## src/sensorPkg.sv

```systemverilog
`default_nettype none

package sensorPkg;

    // Diode bank switches, big pair and small pair.
    typedef struct packed {
        logic bigPhase1;
        logic bigPhase2;
        logic smallPhase1;
        logic smallPhase2;
    } diodeSw_t;

    // Sampling capacitor switches.
    typedef struct packed {
        logic capA;
        logic capB;
        logic capC;
        logic capD;
    } capSw_t;

    typedef struct packed {
        logic bg2Cmp;   // Bandgap to comparator.
        logic bgCtrl;
        logic ptatCtrl;
        logic cap2Cmp;
        logic ref2Cmp;
        logic capRst;
        logic ptatOut;
        logic rDisconN; // Active low resistor disconnect.
    } biasSw_t;

    // Current trim pulses.
    typedef struct packed {
        logic srcPulse;
        logic snkPulse;
    } trim_t;

endpackage

`default_nettype wire

```

## src/seqPkg.sv

```systemverilog
`default_nettype none

package seqPkg;

    // Top level operating modes.
    typedef enum logic [1:0] {
        PRECHARGE,
        BG_CAL,
        PTAT_MEAS,
        TEMP_SENSE
    } opMode_t;

    // Steps of one diode measurement round.
    typedef enum logic [2:0] {
        IDLE,
        BLANK_BIG,
        BIG_DIODE,
        BLANK_SMALL,
        SMALL_DIODE
    } roundStep_t;

    typedef logic [5:0] cycleCount_t; // Cycle and round counts.

endpackage

`default_nettype wire

```

## src/modeSupervisor.sv

```systemverilog
`timescale 1ns/1ps
`default_nettype none

module modeSupervisor
    import sensorPkg::*;
    import seqPkg::*;
#(
    parameter int PRECHARGE_CYCLES = 16
) (
    input  wire     clk,
    input  wire     reset,
    input  wire     tmpPulse,
    input  wire     bgDone,
    input  wire     ptatDone,
    output opMode_t mode,
    output logic    bgStart,
    output logic    ptatStart,
    output biasSw_t biasSw,
    output capSw_t  prechargeCap,
    output logic    preChrg,
    output logic    setupBias
);

    opMode_t     modeNext;
    cycleCount_t count;
    logic        ptatSeen;

    function automatic biasSw_t biasFor(opMode_t m);
        biasSw_t b;
        b = '0;
        case (m)
            PRECHARGE: begin
                b.bg2Cmp   = 1'b1;
                b.capRst   = 1'b1;
                b.rDisconN = 1'b1;
            end
            BG_CAL: begin
                b.bgCtrl   = 1'b1;
                b.bg2Cmp   = 1'b1;
                b.rDisconN = 1'b1;
            end
            PTAT_MEAS: begin
                b.ptatCtrl = 1'b1; // Resistor stays disconnected.
            end
            default: begin
                b.ptatCtrl = 1'b1;
                b.cap2Cmp  = 1'b1;
                b.ref2Cmp  = 1'b1;
                b.ptatOut  = 1'b1;
            end
        endcase
        return b;
    endfunction

    always_comb begin
        modeNext = mode;
        case (mode)
            PRECHARGE: begin
                if (preChrg && count == cycleCount_t'(PRECHARGE_CYCLES - 1)) begin
                    modeNext = BG_CAL;
                end
            end
            BG_CAL:     if (bgDone) modeNext = PTAT_MEAS;
            PTAT_MEAS:  if (ptatDone) modeNext = TEMP_SENSE;
            default:    if (!tmpPulse) modeNext = BG_CAL; // Back to recalibration.
        endcase
    end

    always_ff @(posedge clk or posedge reset) begin
        if (reset) begin
            mode      <= PRECHARGE;
            count     <= '0;
            preChrg   <= 1'b0;
            setupBias <= 1'b0;
            ptatSeen  <= 1'b0;
            bgStart   <= 1'b0;
            ptatStart <= 1'b0;
            biasSw    <= '0;
        end else begin
            mode      <= modeNext;
            biasSw    <= biasFor(modeNext);
            preChrg   <= (modeNext == PRECHARGE);
            count     <= (mode == PRECHARGE && preChrg) ? count + 1'b1 : '0;
            bgStart   <= (modeNext == BG_CAL) && (mode != BG_CAL);
            ptatStart <= (modeNext == PTAT_MEAS) && (mode != PTAT_MEAS);
            ptatSeen  <= ptatSeen || (modeNext == PTAT_MEAS);
            setupBias <= !(ptatSeen || modeNext == PTAT_MEAS);
        end
    end

    // Caps B to D charge while precharge runs.
    assign prechargeCap = preChrg ? capSw_t'(4'b0111) : capSw_t'(4'b0000);

endmodule

`default_nettype wire

```

## src/diodeRoundSequencer.sv

```systemverilog
`timescale 1ns/1ps
`default_nettype none

module diodeRoundSequencer
    import sensorPkg::*;
    import seqPkg::*;
#(
    parameter int BIG_CYCLES   = 6,
    parameter int SMALL_CYCLES = 8
) (
    input  wire      clk,
    input  wire      reset,
    input  wire      roundStart,
    input  wire      cmp,
    output diodeSw_t diodeSw,
    output trim_t    trim,
    output logic     cmpPhase1,
    output logic     cmpPhase2,
    output logic     roundDone,
    output logic     decision
);

    roundStep_t  step;
    cycleCount_t stepCount;

    always_ff @(posedge clk or posedge reset) begin
        if (reset) begin
            step      <= IDLE;
            stepCount <= '0;
            trim      <= '0;
            cmpPhase1 <= 1'b1;
            roundDone <= 1'b0;
            decision  <= 1'b0;
        end else begin
            trim      <= '0;
            roundDone <= 1'b0;
            case (step)
                IDLE: begin
                    if (roundStart) step <= BLANK_BIG;
                end
                BLANK_BIG: begin
                    step      <= BIG_DIODE;
                    stepCount <= '0;
                end
                BIG_DIODE: begin
                    if (stepCount == cycleCount_t'(BIG_CYCLES - 1)) begin
                        step          <= BLANK_SMALL;
                        decision      <= cmp;
                        trim.srcPulse <= cmp;   // Comparator high sources current.
                        trim.snkPulse <= !cmp;
                        cmpPhase1     <= !cmpPhase1; // Chopper swap per round.
                    end else begin
                        stepCount <= stepCount + 1'b1;
                    end
                end
                BLANK_SMALL: begin
                    step      <= SMALL_DIODE;
                    stepCount <= '0;
                end
                SMALL_DIODE: begin
                    if (stepCount == cycleCount_t'(SMALL_CYCLES - 1)) begin
                        step      <= IDLE;
                        roundDone <= 1'b1;
                    end else begin
                        stepCount <= stepCount + 1'b1;
                    end
                end
                default: step <= IDLE;
            endcase
        end
    end

    assign cmpPhase2 = !cmpPhase1;

    always_comb begin
        diodeSw             = '0;
        diodeSw.bigPhase1   = (step == BIG_DIODE);
        diodeSw.bigPhase2   = (step == BIG_DIODE);
        diodeSw.smallPhase1 = (step == SMALL_DIODE);
        diodeSw.smallPhase2 = (step == SMALL_DIODE);
    end

endmodule

`default_nettype wire

```

## src/roundArbiter.sv

```systemverilog
`timescale 1ns/1ps
`default_nettype none

module roundArbiter
    import sensorPkg::*;
    import seqPkg::*;
(
    input  opMode_t mode,
    input  wire     bgRoundReq,
    input  wire     ptatRoundReq,
    input  wire     roundDone,
    input  wire     decision,
    output logic    roundStart,
    output logic    bgRoundDone,
    output logic    ptatRoundDone,
    output logic    bgDecision,
    input  capSw_t  prechargeCap,
    input  capSw_t  bgCap,
    output capSw_t  capSw
);

    logic bgGrant;
    logic ptatGrant;

    assign bgGrant   = (mode == BG_CAL);
    assign ptatGrant = (mode == PTAT_MEAS);

    // Requests from an engine without the grant are dropped.
    assign roundStart    = (bgGrant && bgRoundReq) || (ptatGrant && ptatRoundReq);
    assign bgRoundDone   = bgGrant && roundDone;
    assign ptatRoundDone = ptatGrant && roundDone;
    assign bgDecision    = bgGrant && decision;

    always_comb begin
        case (mode)
            PRECHARGE: capSw = prechargeCap;
            BG_CAL:    capSw = bgCap;
            default:   capSw = '0; // Caps idle in PTAT and sensing.
        endcase
    end

endmodule

`default_nettype wire

```

## src/bandgapCalEngine.sv

```systemverilog
`timescale 1ns/1ps
`default_nettype none

module bandgapCalEngine
    import sensorPkg::*;
    import seqPkg::*;
#(
    parameter int SETTLE_DECISIONS = 4,
    parameter int OUTPUT_CYCLES    = 16
) (
    input  wire    clk,
    input  wire    reset,
    input  wire    start,
    input  wire    roundDone,
    input  wire    decision,
    output logic   roundReq,
    output capSw_t bgCap,
    output logic   done
);

    logic        running;
    logic        outPhase;
    cycleCount_t count;    // Sink decisions, then output cycles.

    always_ff @(posedge clk or posedge reset) begin
        if (reset) begin
            running  <= 1'b0;
            outPhase <= 1'b0;
            count    <= '0;
            roundReq <= 1'b0;
            done     <= 1'b0;
        end else begin
            roundReq <= 1'b0;
            done     <= 1'b0;
            if (start) begin
                running  <= 1'b1;
                outPhase <= 1'b0;
                count    <= '0;
                roundReq <= 1'b1;
            end else if (running && roundDone) begin
                if (!decision && count == cycleCount_t'(SETTLE_DECISIONS - 1)) begin
                    running  <= 1'b0;
                    outPhase <= 1'b1;
                    count    <= '0;
                end else begin
                    if (!decision) count <= count + 1'b1;
                    roundReq <= 1'b1;
                end
            end else if (outPhase) begin
                if (count == cycleCount_t'(OUTPUT_CYCLES - 1)) begin
                    outPhase <= 1'b0;
                    done     <= 1'b1;
                end else begin
                    count <= count + 1'b1;
                end
            end
        end
    end

    // All caps close to transfer the settled bandgap charge.
    assign bgCap = outPhase ? capSw_t'(4'b1111) : capSw_t'(4'b0000);

endmodule

`default_nettype wire

```

## src/ptatMeasEngine.sv

```systemverilog
`timescale 1ns/1ps
`default_nettype none

module ptatMeasEngine
    import seqPkg::*;
#(
    parameter int PTAT_ROUNDS = 16
) (
    input  wire  clk,
    input  wire  reset,
    input  wire  start,
    input  wire  roundDone,
    output logic roundReq,
    output logic done
);

    logic        running;
    cycleCount_t roundCount;

    always_ff @(posedge clk or posedge reset) begin
        if (reset) begin
            running    <= 1'b0;
            roundCount <= '0;
            roundReq   <= 1'b0;
            done       <= 1'b0;
        end else begin
            roundReq <= 1'b0;
            done     <= 1'b0;
            if (start) begin
                running    <= 1'b1;
                roundCount <= '0;
                roundReq   <= 1'b1;
            end else if (running && roundDone) begin
                if (roundCount == cycleCount_t'(PTAT_ROUNDS - 1)) begin
                    running <= 1'b0;
                    done    <= 1'b1; // Fixed length, no early exit.
                end else begin
                    roundCount <= roundCount + 1'b1;
                    roundReq   <= 1'b1;
                end
            end
        end
    end

endmodule

`default_nettype wire

```

## src/tempSensorCtrl.sv

```systemverilog
`timescale 1ns/1ps
`default_nettype none

module tempSensorCtrl
    import sensorPkg::*;
    import seqPkg::*;
#(
    parameter int PRECHARGE_CYCLES = 16,
    parameter int BIG_CYCLES       = 6,
    parameter int SMALL_CYCLES     = 8,
    parameter int SETTLE_DECISIONS = 4,
    parameter int OUTPUT_CYCLES    = 16,
    parameter int PTAT_ROUNDS      = 16
) (
    input  wire      clk,
    input  wire      reset,
    input  wire      cmp,
    input  wire      tmpPulse,
    output diodeSw_t diodeSw,
    output capSw_t   capSw,
    output biasSw_t  biasSw,
    output trim_t    trim,
    output logic     cmpPhase1,
    output logic     cmpPhase2,
    output logic     preChrg,
    output logic     setupBias
);

    opMode_t mode;
    logic    bgStart;
    logic    ptatStart;
    logic    bgDone;
    logic    ptatDone;
    logic    bgRoundReq;
    logic    ptatRoundReq;
    logic    roundStart;
    logic    roundDone;
    logic    decision;
    logic    bgRoundDone;
    logic    ptatRoundDone;
    logic    bgDecision;
    capSw_t  prechargeCap;
    capSw_t  bgCap;

    modeSupervisor #(
        .PRECHARGE_CYCLES(PRECHARGE_CYCLES)
    ) supervisor (
        .clk, .reset, .tmpPulse, .bgDone, .ptatDone, .mode, .bgStart, .ptatStart,
        .biasSw, .prechargeCap, .preChrg, .setupBias
    );

    diodeRoundSequencer #(
        .BIG_CYCLES(BIG_CYCLES),
        .SMALL_CYCLES(SMALL_CYCLES)
    ) sequencer (
        .clk, .reset, .roundStart, .cmp, .diodeSw, .trim, .cmpPhase1, .cmpPhase2,
        .roundDone, .decision
    );

    roundArbiter arbiter (
        .mode, .bgRoundReq, .ptatRoundReq, .roundDone, .decision, .roundStart,
        .bgRoundDone, .ptatRoundDone, .bgDecision, .prechargeCap, .bgCap, .capSw
    );

    bandgapCalEngine #(
        .SETTLE_DECISIONS(SETTLE_DECISIONS),
        .OUTPUT_CYCLES(OUTPUT_CYCLES)
    ) bgEngine (
        .clk, .reset, .start(bgStart), .roundDone(bgRoundDone), .decision(bgDecision),
        .roundReq(bgRoundReq), .bgCap, .done(bgDone)
    );

    ptatMeasEngine #(
        .PTAT_ROUNDS(PTAT_ROUNDS)
    ) ptatEngine (
        .clk, .reset, .start(ptatStart), .roundDone(ptatRoundDone),
        .roundReq(ptatRoundReq), .done(ptatDone)
    );

endmodule

`default_nettype wire

```

## config.mk

```make
export PLATFORM = sky130hd
export DESIGN_NAME = tempSensorCtrl
export DESIGN_NICKNAME = d
export VERILOG_FILES = /design/src/sensorPkg.sv /design/src/seqPkg.sv /design/src/modeSupervisor.sv /design/src/diodeRoundSequencer.sv /design/src/roundArbiter.sv /design/src/bandgapCalEngine.sv /design/src/ptatMeasEngine.sv /design/src/tempSensorCtrl.sv
export SDC_FILE = /design/constraint.sdc
export NUM_CORES = 1
export LEC_CHECK = 0
export ABC_AREA = 0
export BUFFER_PORTS_ARGS = -buffer_cell sky130_fd_sc_hd__buf_2
export CAP_MARGIN = 5
export CORE_MARGIN = 4
export CORE_UTILIZATION = 52
export CTS_CLUSTER_SIZE = 20
export DETAILED_ROUTE_END_ITERATION = 10
export GPL_ROUTABILITY_DRIVEN = 1
export PLACE_DENSITY_LB_ADDON = 0.25
export SLEW_MARGIN = 20
export SYNTH_ARGS = -nofsm -noshare
export SYNTH_HDL_FRONTEND = slang
export SYNTH_SLANG_ARGS = --single-unit
```

## constraint.sdc

```tcl
create_clock -name clk -period 1.9 [get_ports clk]
set_input_delay 0.095 -clock clk [delete_from_list [all_inputs] [get_ports clk]]
set_output_delay 0.095 -clock clk [all_outputs]
set_load 0.01 [all_outputs]
```

# == Yosys cells after proc, flatten, opt, wreduce, memory -nomap -nowiden ==
# Cells that the tools add are included.
# op_classes
addsub,4
eq_ne,25
n_mux,59
reduce_logical,37
# op_table
op,count
6-bit 2-to-1 mux,12
1-bit 2-to-1 mux,31
6-bit by 1-bit adder with 6-bit output (second input constant),4
6-bit by 4-bit equality test with 1-bit output (second input constant),3
6-bit case mux with 3 select lines,1
3-bit case mux with 5 select lines,1
2-bit 2-to-1 mux,7
6-bit by 3-bit equality test with 1-bit output (second input constant),2
1-bit logical AND,12
3-bit 2-to-1 mux,4
3-bit AND reduction,3
2-bit by 1-bit != test with 1-bit output (second input constant),4
2-bit != test (second input constant),4
4-bit case mux with 2 select lines,1
2-bit AND reduction,4
2-bit nonzero test,4
3-bit by 2-bit equality test with 1-bit output (second input constant),2
6-bit by 2-bit equality test with 1-bit output (second input constant),1
2-bit case mux with 3 select lines,1
3-bit nonzero test,2
2-bit by 1-bit equality test with 1-bit output (second input constant),2
2-bit equality test (second input constant),2
1-bit zero test,4
2-bit zero test,2
10 further kinds,12
# totals
regBits,53
output_inout_bits,22

# == Depth between registers and ports, before layout ==
# depth
word_depth,7
mapped_depth,6

# == Cells and area by module ==
# Synthesis repeated with hierarchy kept, for this count alone.
# hier_totals
hier_cells,261
area_unflattened_um2,2705.1
# modules_own_cells
module,n_inst,cells_per_inst,area_each_um2,seq_area_each_um2
diodeRoundSequencer,1,70,747.0,351.6
modeSupervisor,1,64,708.2,400.4
bandgapCalEngine,1,62,635.6,250.2
ptatMeasEngine,1,49,496.7,225.2
roundArbiter,1,16,117.6,0.0

# == Worst setup path before layout ==
# No wires, ideal clock.
# synth_timing
kind,reg-to-reg
start,register bgEngine.count[0]
end,register bgEngine.count[1]
setup_ns,0.136
t_arrival_ns,1.706
required_ns,1.764
setup_slack_ns,0.057
stages_incl_launch_ff,6
n_path_buf,0
period_less_slack_ns,1.843
path_cell_list,dfrtp_1 -> ha_1 -> or4b_4 -> or4_4 -> o211ai_2 -> a21oi_1
# synth_via
elab_chain_len,5
elab_cells_between_ends,13
# synth_lines
item,line_no,source
"start, declared",bandgapCalEngine.sv:23,cycleCount_t count;
"start signal, assigned",bandgapCalEngine.sv:46,if (!decision) count <= count + 1'b1;
"start signal, assigned",bandgapCalEngine.sv:54,count <= count + 1'b1;
6-bit by 1-bit adder with 6-bit output / 6-bit by 2-bit equality test with 1-bit output (equally long branches),"bandgapCalEngine.sv:46, bandgapCalEngine.sv:54, bandgapCalEngine.sv:41",
6-bit 2-to-1 mux (tied with other cells),bandgapCalEngine.sv:50,if (count == cycleCount_t'(OUTPUT_CYCLES - 1)) begin
"6-bit 2-to-1 mux, on equally long branches","bandgapCalEngine.sv:49, bandgapCalEngine.sv:41",
6-bit 2-to-1 mux,bandgapCalEngine.sv:40,end else if (running && roundDone) begin
6-bit 2-to-1 mux,bandgapCalEngine.sv:35,if (start) begin
# Several ways; a longest one is shown, not always the timed one. The select of a mux whose other input is x is not followed.
# A chain may end at the register's enable or synchronous reset.

# == Worst setup path in the final report ==
# layout_timing
start,register bgEngine.count[0]
end,register bgEngine.count[4]
# Same word-level chain as after synthesis.

==> results.md <==
- Largest cells by area after synthesis: dfrtp_1 51%, nor2_1 5.0%, xnor2_1 3.3%, ha_1 2.6%, buf_4 2.5%
- Drt first pass iters: 4
- Worst R2R Setup Slack: 60 ps
- Worst-path clk slew: 90 ps
- Worst-margin pin slew: 583 ps
- Synth Area in XOR/XNOR: 4.00%
- Number of synthesized flops with an enable pin: 0
- First-pass GRT wire length: 7580 microns
- Post-DRT Antenna Nets: 0
- Synth Cell Area: 0.00241 sq mm
- Gate Count Post-Synth: 232
- Adder-cell share of the synthesized area: 2.60%
- Crit path DAT: 2030 ps
- DP Cell Count: 308
- R2r worst-path depth: 5
- 1st-iter DRT viols: 99
- Main combinational cell family by area after synthesis: simple AND/OR/NAND/NOR gates
- Wirelength per Cell: 13.0 microns
- Clock latency on the worst-skew pair: 290 ps
- Final setup fails: 0
- WHS Endpoint: supervisor.biasSw[5]
- Area leader, netlist: dfrtp_1
- FF-to-FF End: bgEngine.count[4]
- Pwr Density: 615 mW/mm^2
- FMAX: 543 MHz
- Max cap viols: 0
- Peak supply drop: 0.000489 V
- Via count of the routed design: 1726
- Mux share of post-synthesis cell area: 3.95%
- Num rows: 24
- Critical path's largest stage delay: 490 ps
- Routed WL: 4150 microns
- Setup total negative slack: 0 ps
- Startpoint Class: flop
- Hold Vio Cnt, Final: 0
- Slowest-stage cell, CP: or4b_4
- Final HPWL DP: 3040 microns
- Worst r2r src: bgEngine.count[0]
- Avg Cell Area, Syn: 10.4 sq um
- Sw power: 358 uW
- Minimum clock period: 1840 ps
- Status: finished, final reports clean
- Gpl congestion: 0.910
- Crit Path Class: flop to flop
- Io pins: 26
- Vias in the first global route: 1691
- Hold depth: 3
- Overall die area: 0.00578 sq mm
- Initial core utilization: 54.5%
- Crit path required time: 2090 ps
- CTS tree: yes
- Clock sinks: 50
- Seq/Total Area, Yosys: 52.1%
- GRT overflow: 0
- Largest net degree at the start of global routing: 27
- Rel. slew slack: 61.0%
- Worst setup EP type: flop
- CP cell instances: ha_1 > or4b_4 > nor4_4 > o22ai_1 > a32o_1
- Core area: 0.00441 sq mm
- Combinational share of power: 2.0%
- Nets@finish: 276
- Die width: 76.0 microns
- Hold Crit Start: tmpPulse
- Fin util: 62.0%
- Maximum buffer depth of the clock tree: 2
- Switch share: 21.3%
- Delay-heaviest family, CP: simple AND/OR/NAND/NOR gates
- Antenna fix cells: 0
- Share of layout cells above drive strength 1: 23.2%
- DIE HEIGHT: 76.0 microns
- RSZ-0062 raised after global routing: yes
- Compound-Gate Fraction of Synth Area: 10.8%
- Ys async rst share: 100%
- Area Growth Syn to Fin: 13.8%
- Buffers on Ports: 25
- Syn_nets: 241
- Leak: 0.00136 uW
- Part of the power in registers: 63.3%
- Post-synth cell types: 48
- Avg Vias per Cell: 5.41
- Clock buffer count from CTS: 5
- Slew Limit Fails: 0
- GR Util All Layers: 15.5%
- Clk network pwr share: 34.7%
- H-tree depth: 2
- Period utilization: 96.9%
- # DRC: 0
- Top cell type's share of synthesized area: 51.0%
- CP max FO: 5
- Synth Area in Simple Gates: 21.2%
- Synth Register Bits: 50
- Fin cells: 319
- Power Internal: 1330 uW
- YS warnings: 0
- CP bufs+invs: 0
- Clock skew: 7.79 ps
- Clock root buffer: clkbuf_8
- Antenna violations before repair: 0
- Min-Delay Path Class: input port to flop
- Synth Flop Type: dfrtp_1
-- worst reg2reg max path, stage by stage (launching register included) --
cell and delay [ps]:
dfrtp_1 360, ha_1 160, or4b_4 500, nor4_4 320
o22ai_1 140, a32o_1 270
-- metrics by stage --
step	setup slack (ps)	power (uW)	area (sq um)	hold slack [ps]
final	59.6	1680	2740	81.6
after global routing	-44.6	1760	2740	109
after CTS	34.9	1710	2720	80.1
after detailed placement	45.4	1120	2620	184
after global placement	101	1120	2620	179
after floorplan	57.2	1100	2410	161
-- cell usage after synthesis, types with 3 or more instances --
cell type,number
nand2b_1,6
and2_1,4
a21oi_1,11
nor2_1,32
nor3_1,3
o21ai_0,4
ha_1,5
and3_1,6
dfrtp_1,49
nor2b_1,3
mux2i_1,5
clkbuf_1,3
nand2_1,16
xnor2_1,9
a31oi_1,3
nand3_1,8
mux2_2,4
nor4_1,3
inv_1,13
buf_4,8
-- repair_timing --
action / 4_1_cts / 5_1_grt
hold endpoints to repair: 25 / 0
setup buffers: 0 / 2
setup endpoints to repair: 0 / 7
gates resized for setup: 0 / 1
hold buffers: 2 / 0
-- area by class of cell --
class	instances	area (sq um)
clock inverter	2	15.0
inverter	13	48.8
timing repair buffer	41	263
fill	378	1680
multi-input combinational	156	1030
tap	52	65.1
sequential	50	1250
clock buffer	5	68.8
-- registers in the layout, indices dropped and copies added (netlist names), 2 cells and up --
signal,flops
sequencer.stepCount,6
bgEngine.count,6
ptatEngine.roundCount,6
supervisor.biasSw,5
sequencer.step,3
supervisor.count,6
sequencer.trim,2
supervisor.mode,2
-- cell usage in the layout (no fill, tap or decap), drive strengths merged, types with 2 or more instances in the layout --
master	netlist	routed
dfrtp	49	49
buf	10	39
nor2	32	32
nand2	16	16
inv	13	13
a21oi	11	11
xnor2	9	9
nand3	8	8
and3	6	6
nand2b	6	6
mux2i	5	5
ha	5	5
clkbuf	3	5
and2	4	4
o21ai	4	4
mux2	4	4
nor4	4	4
nor2b	3	3
a31oi	3	3
nor3	3	3
nand4b	3	3
a211oi	2	2
nor3b	2	2
a21bo	2	2
o22ai	2	2
a32o	2	2
xor2	2	2
a21o	2	2
clkinvlp	0	2
dlygate4sd3	0	2
a2111oi	2	2
or2	2	2
o211ai	2	2
-- power groups by stage --
stage	logic (uW)	clock network [uW]	registers (uW)
after floorplan	17.4	0	1090
after global placement	32.1	0	1090
after detailed placement	32.6	0	1090
after CTS	35.6	610	1070
after global routing	39.9	654	1070
final	33.2	584	1070
-- how the worst max path moves through the flow --
stage	startpoint	end	slack, ps	cells past startpoint
final	bgEngine.count[0]	bgEngine.count[4]	60	5
after global routing	bgEngine.count[0]	bgEngine.count[5]	-40	5
after CTS	bgEngine.count[0]	bgEngine.count[5]	30	5
after detailed placement	bgEngine.count[0]	bgEngine.count[4]	50	5
after global placement	bgEngine.count[0]	bgEngine.count[4]	100	5
after floorplan	bgEngine.count[0]	bgEngine.count[1]	60	5
-- logic make-up after synthesis --
family	Yosys count
muxes	9
DFF	50
buffers and inverters	26
AOI/OAI and AO/OA	37
xor gates and xnor gates	11
and+or+nand+nor	94
adders and majority gates	5
-- layer usage --
| layer | vias up | share of wire [%] | routed length [microns] | global-route usage, % |
|---|---|---|---|---|
| li1 | 866 | - | - | - |
| met1 | 822 | 48 | 1970 | 20.9 |
| met2 | 34 | 47 | 1940 | 25.1 |
| met3 | 4 | 4.5 | 188 | 3.07 |
| met4 | 0 | 1.1 | 46 | 4.80 |
| met5 | - | 0 | 0 | 0 |
Power figures use the tool's default switching activity.
